[config.mk]
export PLATFORM = sky130hd
export DESIGN_NAME = u2_ctrl_top
export DESIGN_NICKNAME = d
export VERILOG_FILES = /design/src/u2_types_pkg.sv /design/src/u2_regs_pkg.sv /design/src/apb_decode.sv /design/src/misc_settings.sv /design/src/vita_timer.sv /design/src/readback_mux.sv /design/src/u2_ctrl_top.sv
export SDC_FILE = /design/constraint.sdc
export NUM_CORES = 1
export LEC_CHECK = 0
export BUFFER_PORTS_ARGS = -buffer_cell sky130_fd_sc_hd__buf_4
export CAP_MARGIN = 20
export CORE_ASPECT_RATIO = 1.25
export CORE_MARGIN = 5
export CORE_UTILIZATION = 62
export DETAILED_ROUTE_END_ITERATION = 8
export PLACE_DENSITY = 0.89
export SKIP_LAST_GASP = 1
export SYNTH_ARGS = -nofsm -noshare
export SYNTH_HDL_FRONTEND = slang
export SYNTH_SLANG_ARGS = --single-unit
[constraint.sdc]
create_clock -name dsp_clk -period 7.06 [get_ports dsp_clk]
set_input_delay 0.353 -clock dsp_clk [delete_from_list [all_inputs] [get_ports dsp_clk]]
set_output_delay 0.353 -clock dsp_clk [all_outputs]
set_load 0.02 [all_outputs]
[src/u2_types_pkg.sv]
////////////////////
// u2 control bus types
// Widths of the APB, settings and timing paths
////////////////////
`default_nettype none

package u2_types_pkg;

   typedef logic [31:0] word_t;       // APB and settings data
   typedef logic [7:0]  set_addr_t;   // settings register number
   typedef logic [3:0]  rb_sel_t;     // readback word index
   typedef logic [63:0] vita_time_t;  // ticks of dsp_clk
   typedef logic [11:0] apb_addr_t;   // byte address

   ////////////////////
   // Settings bus, one write per strobe
   typedef struct packed {
      logic      stb;
      set_addr_t addr;
      word_t     data;
   } set_bus_t;   // 41 bits

endpackage

`default_nettype wire

[src/u2_regs_pkg.sv]
////////////////////
// u2 control register map
// Settings addresses, readback indices and reset values
////////////////////
`default_nettype none

package u2_regs_pkg;

   ////////////////////
   // Settings bus bases
   localparam int unsigned SR_MISC   = 0;    // 7 slots
   localparam int unsigned SR_TIME64 = 10;   // 2 slots

   // Offsets inside the misc bank
   localparam int unsigned MISC_CLOCK   = 0;
   localparam int unsigned MISC_SERDES  = 1;
   localparam int unsigned MISC_ADC     = 2;
   localparam int unsigned MISC_LED_SW  = 3;
   localparam int unsigned MISC_PHY     = 4;
   localparam int unsigned MISC_LED_SRC = 6;   // slot 5 was the bootloader flag

   // The low word commits the time load
   localparam int unsigned TIME_HI = 0;
   localparam int unsigned TIME_LO = 1;

   ////////////////////
   // Readback word table
   localparam logic [3:0] RB_SPI     = 4'd0;   // reserved slot
   localparam logic [3:0] RB_TIME_HI = 4'd10;
   localparam logic [3:0] RB_TIME_LO = 4'd11;
   localparam logic [3:0] RB_COMPAT  = 4'd12;
   localparam logic [3:0] RB_STATUS  = 4'd13;

   // Bump when the register map changes
   localparam logic [31:0] COMPAT_NUM    = {16'd10, 16'd0};   // major, minor
   localparam logic [31:0] RB_UNUSED     = 32'hffff_ffff;
   localparam logic [7:0]  LED_SRC_RESET = 8'b0001_1110;   // HW drives LEDs 1 to 4

   // An address hits a region when its masked bits equal the base
   typedef struct packed {
      logic [11:0] base;
      logic [11:0] mask;
   } apb_region_t;

   localparam apb_region_t SETTINGS_REGION = '{base: 12'h000, mask: 12'hc00};   // 0x000-0x3fc
   localparam apb_region_t READBACK_REGION = '{base: 12'h400, mask: 12'hfc0};   // 0x400-0x43c

endpackage

`default_nettype wire

[src/apb_decode.sv]
////////////////////
// APB front end
// Turns APB writes into settings strobes and serves reads
// from the readback table with zero wait states
////////////////////
`timescale 1ns/1ps
`default_nettype none

module apb_decode
   import u2_types_pkg::*;
   import u2_regs_pkg::*;
(
   input  wire logic      dsp_clk,
   input  wire logic      por_rst,
   input  wire logic      psel_i,
   input  wire logic      penable_i,
   input  wire logic      pwrite_i,
   input  wire apb_addr_t paddr_i,
   input  wire word_t     pwdata_i,
   input  wire word_t     rb_data_i,
   output logic           pready_o,
   output word_t          prdata_o,
   output logic           pslverr_o,
   output set_bus_t       set_o,
   output rb_sel_t        rb_sel_o
);

   logic hit_set;
   logic hit_rb;
   logic access;
   logic wr_ok;
   logic rd_ok;

   ////////////////////
   // Region and direction
   assign hit_set = (paddr_i & SETTINGS_REGION.mask) == SETTINGS_REGION.base;
   assign hit_rb  = (paddr_i & READBACK_REGION.mask) == READBACK_REGION.base;
   assign access  = psel_i & penable_i;   // access phase
   assign wr_ok   = hit_set & pwrite_i;    // settings are write only
   assign rd_ok   = hit_rb & ~pwrite_i;    // readback is read only

   // Never stalls
   assign pready_o  = penable_i;
   assign pslverr_o = access & ~(wr_ok | rd_ok);

   // Word index and data for reads
   assign rb_sel_o = paddr_i[5:2];
   assign prdata_o = (access & rd_ok) ? rb_data_i : '0;

   ////////////////////
   // Settings strobe, one cycle after completion
   always_ff @(posedge dsp_clk) begin
      if (por_rst) begin
         set_o.stb <= 1'b0;
      end else begin
         set_o.stb <= access & wr_ok;
      end
      if (access & wr_ok) begin
         set_o.addr <= paddr_i[9:2];   // register number
         set_o.data <= pwdata_i;
      end
   end

   // Access phase only while the master selects us
   assert property (@(posedge dsp_clk) disable iff (por_rst) penable_i |-> psel_i)
      else $error("APB penable high without psel");

endmodule

`default_nettype wire

[src/misc_settings.sv]
////////////////////
// Misc control registers
// Clock, SERDES, ADC, LED and PHY reset settings
////////////////////
`timescale 1ns/1ps
`default_nettype none

module misc_settings
   import u2_types_pkg::*;
   import u2_regs_pkg::*;
#(
   parameter int unsigned BASE = 0
) (
   input  wire logic      dsp_clk,
   input  wire logic      por_rst,
   input  wire set_bus_t  set_i,
   output logic [4:0]     clock_ctrl_o,
   output logic [3:0]     serdes_ctrl_o,
   output logic [3:0]     adc_ctrl_o,
   output logic [7:0]     led_sw_o,
   output logic [7:0]     led_src_o,
   output logic           phy_reset_n_o
);

   localparam set_addr_t A_CLOCK   = set_addr_t'(BASE + MISC_CLOCK);
   localparam set_addr_t A_SERDES  = set_addr_t'(BASE + MISC_SERDES);
   localparam set_addr_t A_ADC     = set_addr_t'(BASE + MISC_ADC);
   localparam set_addr_t A_LED_SW  = set_addr_t'(BASE + MISC_LED_SW);
   localparam set_addr_t A_PHY     = set_addr_t'(BASE + MISC_PHY);
   localparam set_addr_t A_LED_SRC = set_addr_t'(BASE + MISC_LED_SRC);

   logic phy_reset;   // stored active high

   ////////////////////
   // Register bank
   always_ff @(posedge dsp_clk) begin
      if (por_rst) begin
         clock_ctrl_o  <= '0;
         serdes_ctrl_o <= '0;
         adc_ctrl_o    <= '0;
         led_sw_o      <= '0;
         led_src_o     <= LED_SRC_RESET;
         phy_reset     <= 1'b0;
      end else if (set_i.stb) begin
         case (set_i.addr)
            A_CLOCK:   clock_ctrl_o  <= set_i.data[4:0];   // ready, en[1:0], sel[1:0]
            A_SERDES:  serdes_ctrl_o <= set_i.data[3:0];   // enable, prbs, loop, rx_en
            A_ADC:     adc_ctrl_o    <= set_i.data[3:0];   // oe/on for A and B
            A_LED_SW:  led_sw_o      <= set_i.data[7:0];
            A_PHY:     phy_reset     <= set_i.data[0];
            A_LED_SRC: led_src_o     <= set_i.data[7:0];
            default: begin
            end
         endcase
      end
   end

   assign phy_reset_n_o = ~phy_reset;

   // Decode must never see a strobe with a floating address
   assert property (@(posedge dsp_clk) disable iff (por_rst)
                    set_i.stb |-> !$isunknown(set_i.addr))
      else $error("settings strobe with unknown address");

endmodule

`default_nettype wire

[src/vita_timer.sv]
////////////////////
// VITA time counter
// Free running 64-bit tick count, loadable over the settings bus
////////////////////
`timescale 1ns/1ps
`default_nettype none

module vita_timer
   import u2_types_pkg::*;
   import u2_regs_pkg::*;
#(
   parameter int unsigned BASE = 10
) (
   input  wire logic      dsp_clk,
   input  wire logic      por_rst,
   input  wire set_bus_t  set_i,
   output vita_time_t     vita_time_o
);

   localparam set_addr_t A_HI = set_addr_t'(BASE + TIME_HI);
   localparam set_addr_t A_LO = set_addr_t'(BASE + TIME_LO);

   word_t hi_stage;   // waits for the low word
   logic  hi_wr;
   logic  load;

   assign hi_wr = set_i.stb & (set_i.addr == A_HI);
   assign load  = set_i.stb & (set_i.addr == A_LO);

   ////////////////////
   // High word staging
   always_ff @(posedge dsp_clk) begin
      if (por_rst) begin
         hi_stage <= '0;
      end else if (hi_wr) begin
         hi_stage <= set_i.data;
      end
   end

   // Counter, both halves land together
   always_ff @(posedge dsp_clk) begin
      if (por_rst) begin
         vita_time_o <= '0;
      end else if (load) begin
         vita_time_o <= {hi_stage, set_i.data};
      end else begin
         vita_time_o <= vita_time_o + 64'd1;
      end
   end

   // Time only moves by one tick unless a load is in progress
   assert property (@(posedge dsp_clk) disable iff (por_rst)
                    !load |=> vita_time_o == $past(vita_time_o) + 64'd1)
      else $error("VITA time skipped without a load");

endmodule

`default_nettype wire

[src/readback_mux.sv]
////////////////////
// Readback table and LED mux
// Builds the status words and picks HW or SW per LED
////////////////////
`timescale 1ns/1ps
`default_nettype none

module readback_mux
   import u2_types_pkg::*;
   import u2_regs_pkg::*;
(
   input  wire rb_sel_t    rb_sel_i,
   input  wire vita_time_t vita_time_i,
   input  wire logic [7:0] led_sw_i,
   input  wire logic [7:0] led_src_i,
   input  wire logic       run_rx_i,
   input  wire logic       run_tx_i,
   input  wire logic       clk_status_i,
   input  wire logic       link_up_i,
   input  wire logic       good_sync_i,
   input  wire logic       spi_ready_i,
   input  wire logic       button_i,
   output word_t           rb_data_o,
   output logic [7:0]      leds_o
);

   word_t      status_w;
   logic [7:0] led_hw;

   assign status_w = {18'b0, button_i, spi_ready_i, clk_status_i, link_up_i, 10'b0};

   ////////////////////
   // LEDs, source bit 1 selects the HW pattern
   assign led_hw = {3'b0, run_tx_i, run_rx_i, clk_status_i, link_up_i & good_sync_i, 1'b0};
   assign leds_o = (led_src_i & led_hw) | (~led_src_i & led_sw_i);

   ////////////////////
   // Word table
   always_comb begin
      case (rb_sel_i)
         RB_SPI:     rb_data_o = RB_UNUSED;   // no SPI core here
         RB_TIME_HI: rb_data_o = vita_time_i[63:32];
         RB_TIME_LO: rb_data_o = vita_time_i[31:0];
         RB_COMPAT:  rb_data_o = COMPAT_NUM;
         RB_STATUS:  rb_data_o = status_w;
         default:    rb_data_o = RB_UNUSED;
      endcase
   end

endmodule

`default_nettype wire

[src/u2_ctrl_top.sv]
////////////////////
// u2 control plane top
// APB decode, settings and timer, readback and LEDs
////////////////////
`timescale 1ns/1ps
`default_nettype none

module u2_ctrl_top
   import u2_types_pkg::*;
   import u2_regs_pkg::*;
(
   input  wire logic       dsp_clk,
   input  wire logic       por_rst,
   // APB slave
   input  wire logic       psel_i,
   input  wire logic       penable_i,
   input  wire logic       pwrite_i,
   input  wire apb_addr_t  paddr_i,
   input  wire word_t      pwdata_i,
   output logic            pready_o,
   output word_t           prdata_o,
   output logic            pslverr_o,
   // Status from the radio blocks
   input  wire logic       run_rx_i,
   input  wire logic       run_tx_i,
   input  wire logic       clk_status_i,
   input  wire logic       link_up_i,
   input  wire logic       good_sync_i,
   input  wire logic       spi_ready_i,
   input  wire logic       button_i,
   // Board controls
   output logic [7:0]      leds_o,
   output logic [4:0]      clock_ctrl_o,
   output logic [3:0]      serdes_ctrl_o,
   output logic [3:0]      adc_ctrl_o,
   output logic            phy_reset_n_o
);

   set_bus_t   set_bus;
   rb_sel_t    rb_sel;
   word_t      rb_data;
   vita_time_t vita_time;
   logic [7:0] led_sw;
   logic [7:0] led_src;

   ////////////////////
   // Decode
   apb_decode apb_decode_i (
      .dsp_clk(dsp_clk), .por_rst(por_rst),
      .psel_i(psel_i), .penable_i(penable_i), .pwrite_i(pwrite_i),
      .paddr_i(paddr_i), .pwdata_i(pwdata_i), .rb_data_i(rb_data),
      .pready_o(pready_o), .prdata_o(prdata_o), .pslverr_o(pslverr_o),
      .set_o(set_bus), .rb_sel_o(rb_sel)
   );

   ////////////////////
   // Execute
   misc_settings #(.BASE(SR_MISC)) misc_settings_i (
      .dsp_clk(dsp_clk), .por_rst(por_rst), .set_i(set_bus),
      .clock_ctrl_o(clock_ctrl_o), .serdes_ctrl_o(serdes_ctrl_o), .adc_ctrl_o(adc_ctrl_o),
      .led_sw_o(led_sw), .led_src_o(led_src), .phy_reset_n_o(phy_reset_n_o)
   );

   vita_timer #(.BASE(SR_TIME64)) vita_timer_i (
      .dsp_clk(dsp_clk), .por_rst(por_rst), .set_i(set_bus),
      .vita_time_o(vita_time)
   );

   ////////////////////
   // Result
   readback_mux readback_mux_i (
      .rb_sel_i(rb_sel), .vita_time_i(vita_time),
      .led_sw_i(led_sw), .led_src_i(led_src),
      .run_rx_i(run_rx_i), .run_tx_i(run_tx_i), .clk_status_i(clk_status_i),
      .link_up_i(link_up_i), .good_sync_i(good_sync_i),
      .spi_ready_i(spi_ready_i), .button_i(button_i),
      .rb_data_o(rb_data), .leds_o(leds_o)
   );

endmodule

`default_nettype wire

After elaboration in Yosys (flattened, before gate mapping)
Index checks and enable logic that the tools add are counted.
- input port bits: 56
- RAM bits: 0
- latch bits: 0
- bits in read-only memories: 0
- word-level logic and storage cells: 52
- output and inout bits: 56
- memories: 0
- register bits after elaboration: 167
- equality and inequality tests: 12
- reduce and logical (&&, ||, !) cells: 8
- multiply operators: 0
- div/mod/pow operators: 0
- magnitude comparators: 0
- muxes and demuxes: 3
- shift-type cells: 0
- bitwise operators: 17
- add/subtract/negate cells: 1
- operator list (cell ; count):
    $pmux 32 s4 ; 1
    $add 64x1->64 const B ; 1
    $mux 64 ; 1
    $mux 32 ; 1
    $eq 4x4->1 const B ; 4
    $eq 8x2->1 const B ; 2
    $eq 8x3->1 const B ; 2
    $eq 8x4->1 const B ; 2
    $logic_not 12->1 ; 1
    $reduce_and 2->1 ; 6
    $and 1x1->1 ; 9
    $and 8x5->8 ; 1
    $and 8x8->8 ; 1
    $eq 8x1->1 const B ; 1
    $logic_not 8->1 ; 1
    $not 8->8 ; 1
    $or 8x8->8 ; 1
    $eq 6x5->1 const B ; 1
    $not 1->1 ; 3
    $or 1x1->1 ; 1

Longest topological paths before layout
- depth after elaboration: 5
- gate-level depth with buffers: 8
- gate-level depth less buffers: 7

Modules after synthesis
A second synthesis with hierarchy kept.
- cells, all modules: 1002
- area total of the unflattened synthesis: 9116.2 um2
- modules (own cells, without submodules) (module ; area each (um2) ; cells an instance ; sequential area each (um2) ; instances):
    vita_timer ; 4894.7 ; 625 ; 1921.8 ; 1
    apb_decode ; 1941.9 ; 129 ; 1221.2 ; 1
    misc_settings ; 1295.0 ; 119 ; 600.6 ; 1
    readback_mux ; 984.7 ; 129 ; 0.0 ; 1

Worst setup path before layout
No wires, ideal clock.
- path type: in2reg
- start: input port paddr_i[10]
- end: register apb_decode_i.set_o[0] in the netlist's numbering (enable)
- data required time: 6573 ps
- stages: 2
- setup time: 487 ps
- arrival: 3255 ps
- setup slack: 3317 ps
- path buffers: 0
- cells stage by stage: nand2b_1 nor3_1
- word-level cells in the longest chain between the ends: 3
- RTL lines (item ; RTL line ; text):
    start: declaration ; u2_ctrl_top.sv:18 ; input wire apb_addr_t paddr_i,
    $logic_not 12->1 ; apb_decode.sv:36 ; assign hit_set = (paddr_i & SETTINGS_REGION.mask) == SETTINGS_REGION.base;
    $and 1x1->1 ; apb_decode.sv:39 ; assign wr_ok = hit_set & pwrite_i;
    $and 1x1->1 ; apb_decode.sv:58 ; if (access & wr_ok) begin
    end: declaration ; apb_decode.sv:24 ; output set_bus_t set_o,
No other way between the ends.
A chain may end at the register's enable or synchronous reset.

Final worst setup path
- start: register vita_timer_i.vita_time_o[0]
- end: register vita_timer_i.vita_time_o[52]
- word-level cells in the longest chain between the ends: 2
- RTL lines (item ; RTL line ; text):
    start: declaration ; vita_timer.sv:17 ; output vita_time_t vita_time_o
    start signal: assignment ; vita_timer.sv:45 ; vita_time_o <= {hi_stage, set_i.data};
    start signal: assignment ; vita_timer.sv:47 ; vita_time_o <= vita_time_o + 64'd1;
    $add 64x1->64 ; vita_timer.sv:47 ;
    $mux 64 ; vita_timer.sv:44 ; end else if (load) begin
No other way between the ends.

==> results.md <==
* Detailed Route Iter0 Violations at 550
* Clock transition at the registers of the reported paths at 70 ps
* Yosys cell types at 44
* CP Class: register to register
* Hold endpoint: apb_decode_i.set_o[2]
* Synth Warn # at 0
* CP dominant cell by count: nand4_1
* FP Rows at 46
* PwrDens at 205 nW/um^2
* Antenna Nets Post-Route at 0
* Tmin final at 2740 ps
* Area grow syn2layout at 18.4%
* Largest net degree at the start of global routing at 128
* GR peak layer: met2
* Worst hold stages at 1
* DR DRC count at 0
* Worst rel slew slack at 0.419
* CP Cell Sequence: ha_1 > nand4_1 > nor3_2 > and4_1 > nand4_1 > xor2_1 > a211oi_1
* Worst EP required at 7410 ps
* Reg2reg start: vita_timer_i.vita_time_o[0]
* Max_cap viols at 0
* Final worst clock skew at 9.01 ps
* Hold_sp: pwdata_i[2]
* Final net count at 1,001
* Vias in the first global route at 6,566
* Setup WS post-layout at 4320 ps
* Syn avg cell area at 9.12 sq um
* Seq. cell area at 3740 sq um
* Worst Hold Class: input port to register
* Post-synthesis sequential area ratio at 0.476
* Fillers at 904
* Gate Count Post-Synth at 862
* Critical Path Stages at 7
* Fin. max-slew vios at 0
* Clock sink total at 167
* Post-Layout Cell Count at 1,125
* Layout cells sized above 1 at 0.215
* Slowest Stage Delay on Critical Path at 610 ps
* GRT Util Overall at 0.268
* FF-to-FF path depth at 7
* Post-CTS Hold Fix Bufs at 0
* Syn Nets at 919
* RSZ-0062 raised after global routing: false
* Hold Vio Cnt, Final at 0
* Worst-path maximum fanout at 9
* CTS Root Buffer Type: clkbuf_16
* Peak supply drop at 0.163 mV
* TritonCTS clock tree: yes
* HPWL after DPL at 13.2 mm
* Vias per cell at 6.01
* Cts repair resizes at 0
* Kind of end point of the critical path: register
* Worst R2R End: vita_timer_i.vita_time_o[52]
* Post-CTS Setup Inserts at 0
* H-Tree Depth at 4
* Fmax at 0.365 GHz
* R2r setup slk at 4320 ps
* Max clock buf depth at 2
* Commonest cells after routing, fill and taps aside: nand2_1, dfxtp_1, buf_4
* Gpl congestion at 0.907
* Crit-path slowest cell: nor3_2
* Wire per inst at 17.9 um
* Total negative slack at 0 ps
* Number of antenna diodes at 0
* Worst path bufs/invs at 0
* Met3 global-route usage at 0.0659
* Mapped Area at 7860 sq um
* Dpl cells at 1,091
* Place WS at 4380 ps
* Met1 GRT Util at 0.311
* Initial Utilization at 0.627
* Fin crit share at 0.388
* CP arrival at 3090 ps
* Die width at 111 um
* Flops & latches, synth at 167
* Status: finished clean
* Die Y at 136 um
* Worst setup SP type: register
* Port bufs at 109
* Number of placed I/O pins at 112
* Cell family with most CP delay: simple AND/OR/NAND/NOR gates
* CTS Buf Count at 17
* Core area at 12,500 sq um
* Wirelength, routed at 20.1 mm
* Final setup vio count at 0
* Least-Margin Pin Slew at 865 ps
* Met2 usage in global routing at 0.469
* Die Footprint at 15,000 sq um
* Leading cell type in the layout, fill and taps excluded: nand2_1
* Area of the multi-input gates at 3860 sq um
* Worst skew pair latency at 440 ps
* Congestion Overflow GR at 0
* Initial antenna violation count at 0
* Global-route wire length before repair at 32.5 mm
* Vias at 6,761
* Leakage at 3.37 nW
* DRT Pass-1 Iters at 6
how the worst max path moves through the flow:
| stage | from | slack (ps) | endpoint |
|---|---|---|---|
| 2_1_floorplan | paddr_i[10] | 3320 | apb_decode_i.set_o[0] |
| 3_3_place_gp | vita_timer_i.vita_time_o[0] | 4420 | vita_timer_i.vita_time_o[52] |
| 4_1_cts | vita_timer_i.vita_time_o[0] | 4340 | vita_timer_i.vita_time_o[52] |
| 6_report | vita_timer_i.vita_time_o[0] | 4320 | vita_timer_i.vita_time_o[52] |
| 3_5_place_dp | vita_timer_i.vita_time_o[0] | 4380 | vita_timer_i.vita_time_o[52] |
| 5_1_grt | vita_timer_i.vita_time_o[0] | 4160 | vita_timer_i.vita_time_o[62] |
metrics by stage:
stage / power [mW] / instance area [sq um] / hold slack (ps) / utilization
after global placement: 1.08 / 8730 / 440 / 0.696
after global routing: 1.96 / 9310 / 75.0 / 0.742
after floorplan: 1.04 / 7860 / 432 / -
final: 1.91 / 9310 / 85.2 / 0.742
after detailed placement: 1.08 / 8730 / 445 / 0.696
after CTS: 1.91 / 9270 / 79.1 / 0.738
flip-flops by register name (all words and copies together) (netlist names):
signal	cells
vita_timer_i.vita_time_o	64
apb_decode_i.set_o	41
vita_timer_i.hi_stage	32
misc_settings_i.led_src_o	8
misc_settings_i.led_sw_o	8
misc_settings_i.clock_ctrl_o	5
misc_settings_i.adc_ctrl_o	4
misc_settings_i.serdes_ctrl_o	4
misc_settings_i.phy_reset	1
synthesized netlist by cell type:
cell type | count | area, sq um
or3_1 | 4 | 25.0
nand2b_1 | 2 | 12.5
nor3_1 | 15 | 75.1
and3_4 | 2 | 22.5
nor2b_1 | 9 | 56.3
ha_1 | 1 | 12.5
a211o_1 | 4 | 35.0
nand3_2 | 2 | 20.0
dlygate4sd1_1 | 1 | 8.76
buf_4 | 2 | 15.0
mux2i_1 | 20 | 200
xnor2_1 | 37 | 324
nor3b_1 | 1 | 7.51
nor2_1 | 103 | 387
or4_4 | 1 | 11.3
a211oi_2 | 2 | 25.0
inv_1 | 6 | 22.5
nor4_2 | 5 | 62.6
nor4_4 | 3 | 63.8
edfxtp_1 | 40 | 1200
clkbuf_1 | 45 | 169
mux2_2 | 30 | 338
buf_1 | 7 | 26.3
nand3_4 | 1 | 17.5
and4b_1 | 1 | 10.0
and2_1 | 2 | 12.5
dfxtp_1 | 127 | 2540
nand4_2 | 2 | 25.0
xor2_1 | 26 | 228
nand2_1 | 136 | 510
buf_2 | 2 | 10.0
o21ai_0 | 4 | 20.0
nand4b_1 | 1 | 8.76
a22oi_1 | 4 | 30.0
buf_6 | 1 | 11.3
nand3_1 | 32 | 160
a21oi_1 | 72 | 360
nand4_1 | 21 | 131
nor4_1 | 7 | 43.8
nor3_2 | 6 | 60.1
a211oi_1 | 63 | 473
and4_1 | 4 | 35.0
and3_1 | 6 | 37.5
nand3b_1 | 2 | 15.0
layer usage:
metal,up-vias,part of all wire
li1,3210,-
met1,3195,0.39
met2,303,0.52
met3,53,0.065
met4,0,0.032
met5,-,0
layout make-up:
class | instances | area share
Tap cell | 168 | 0.0226
Multi-Input combinational cell | 631 | 0.415
Timing Repair Buffer | 121 | 0.101
Clock inverter | 13 | 0.0106
Sequential cell | 167 | 0.402
Clock buffer | 19 | 0.0465
Inverter | 6 | 0.00242
kinds of logic (layout without fill, tap and decap cells):
logic type | Yosys count | after routing | share of synthesized area
AND/OR/NAND/NOR | 368 | 368 | 0.230
adder cells (fa/ha/maj) | 1 | 1 | 0.00159
AO/OA/AOI/OAI | 149 | 149 | 0.120
XOR/XNOR | 63 | 63 | 0.0702
multiplexers | 50 | 50 | 0.0684
buffers and inverters | 64 | 159 | 0.0334
flip-flops | 167 | 167 | 0.476
report_power, final:
group	switching [mW]	internal, mW	leakage [nW]
clock network	0.394	0.453	0.253
registers	0.00550	0.984	1.38
logic	0.0383	0.0315	1.74
total	0.438	1.47	3.37
Note: power is estimated with default switching activity, not from simulation.
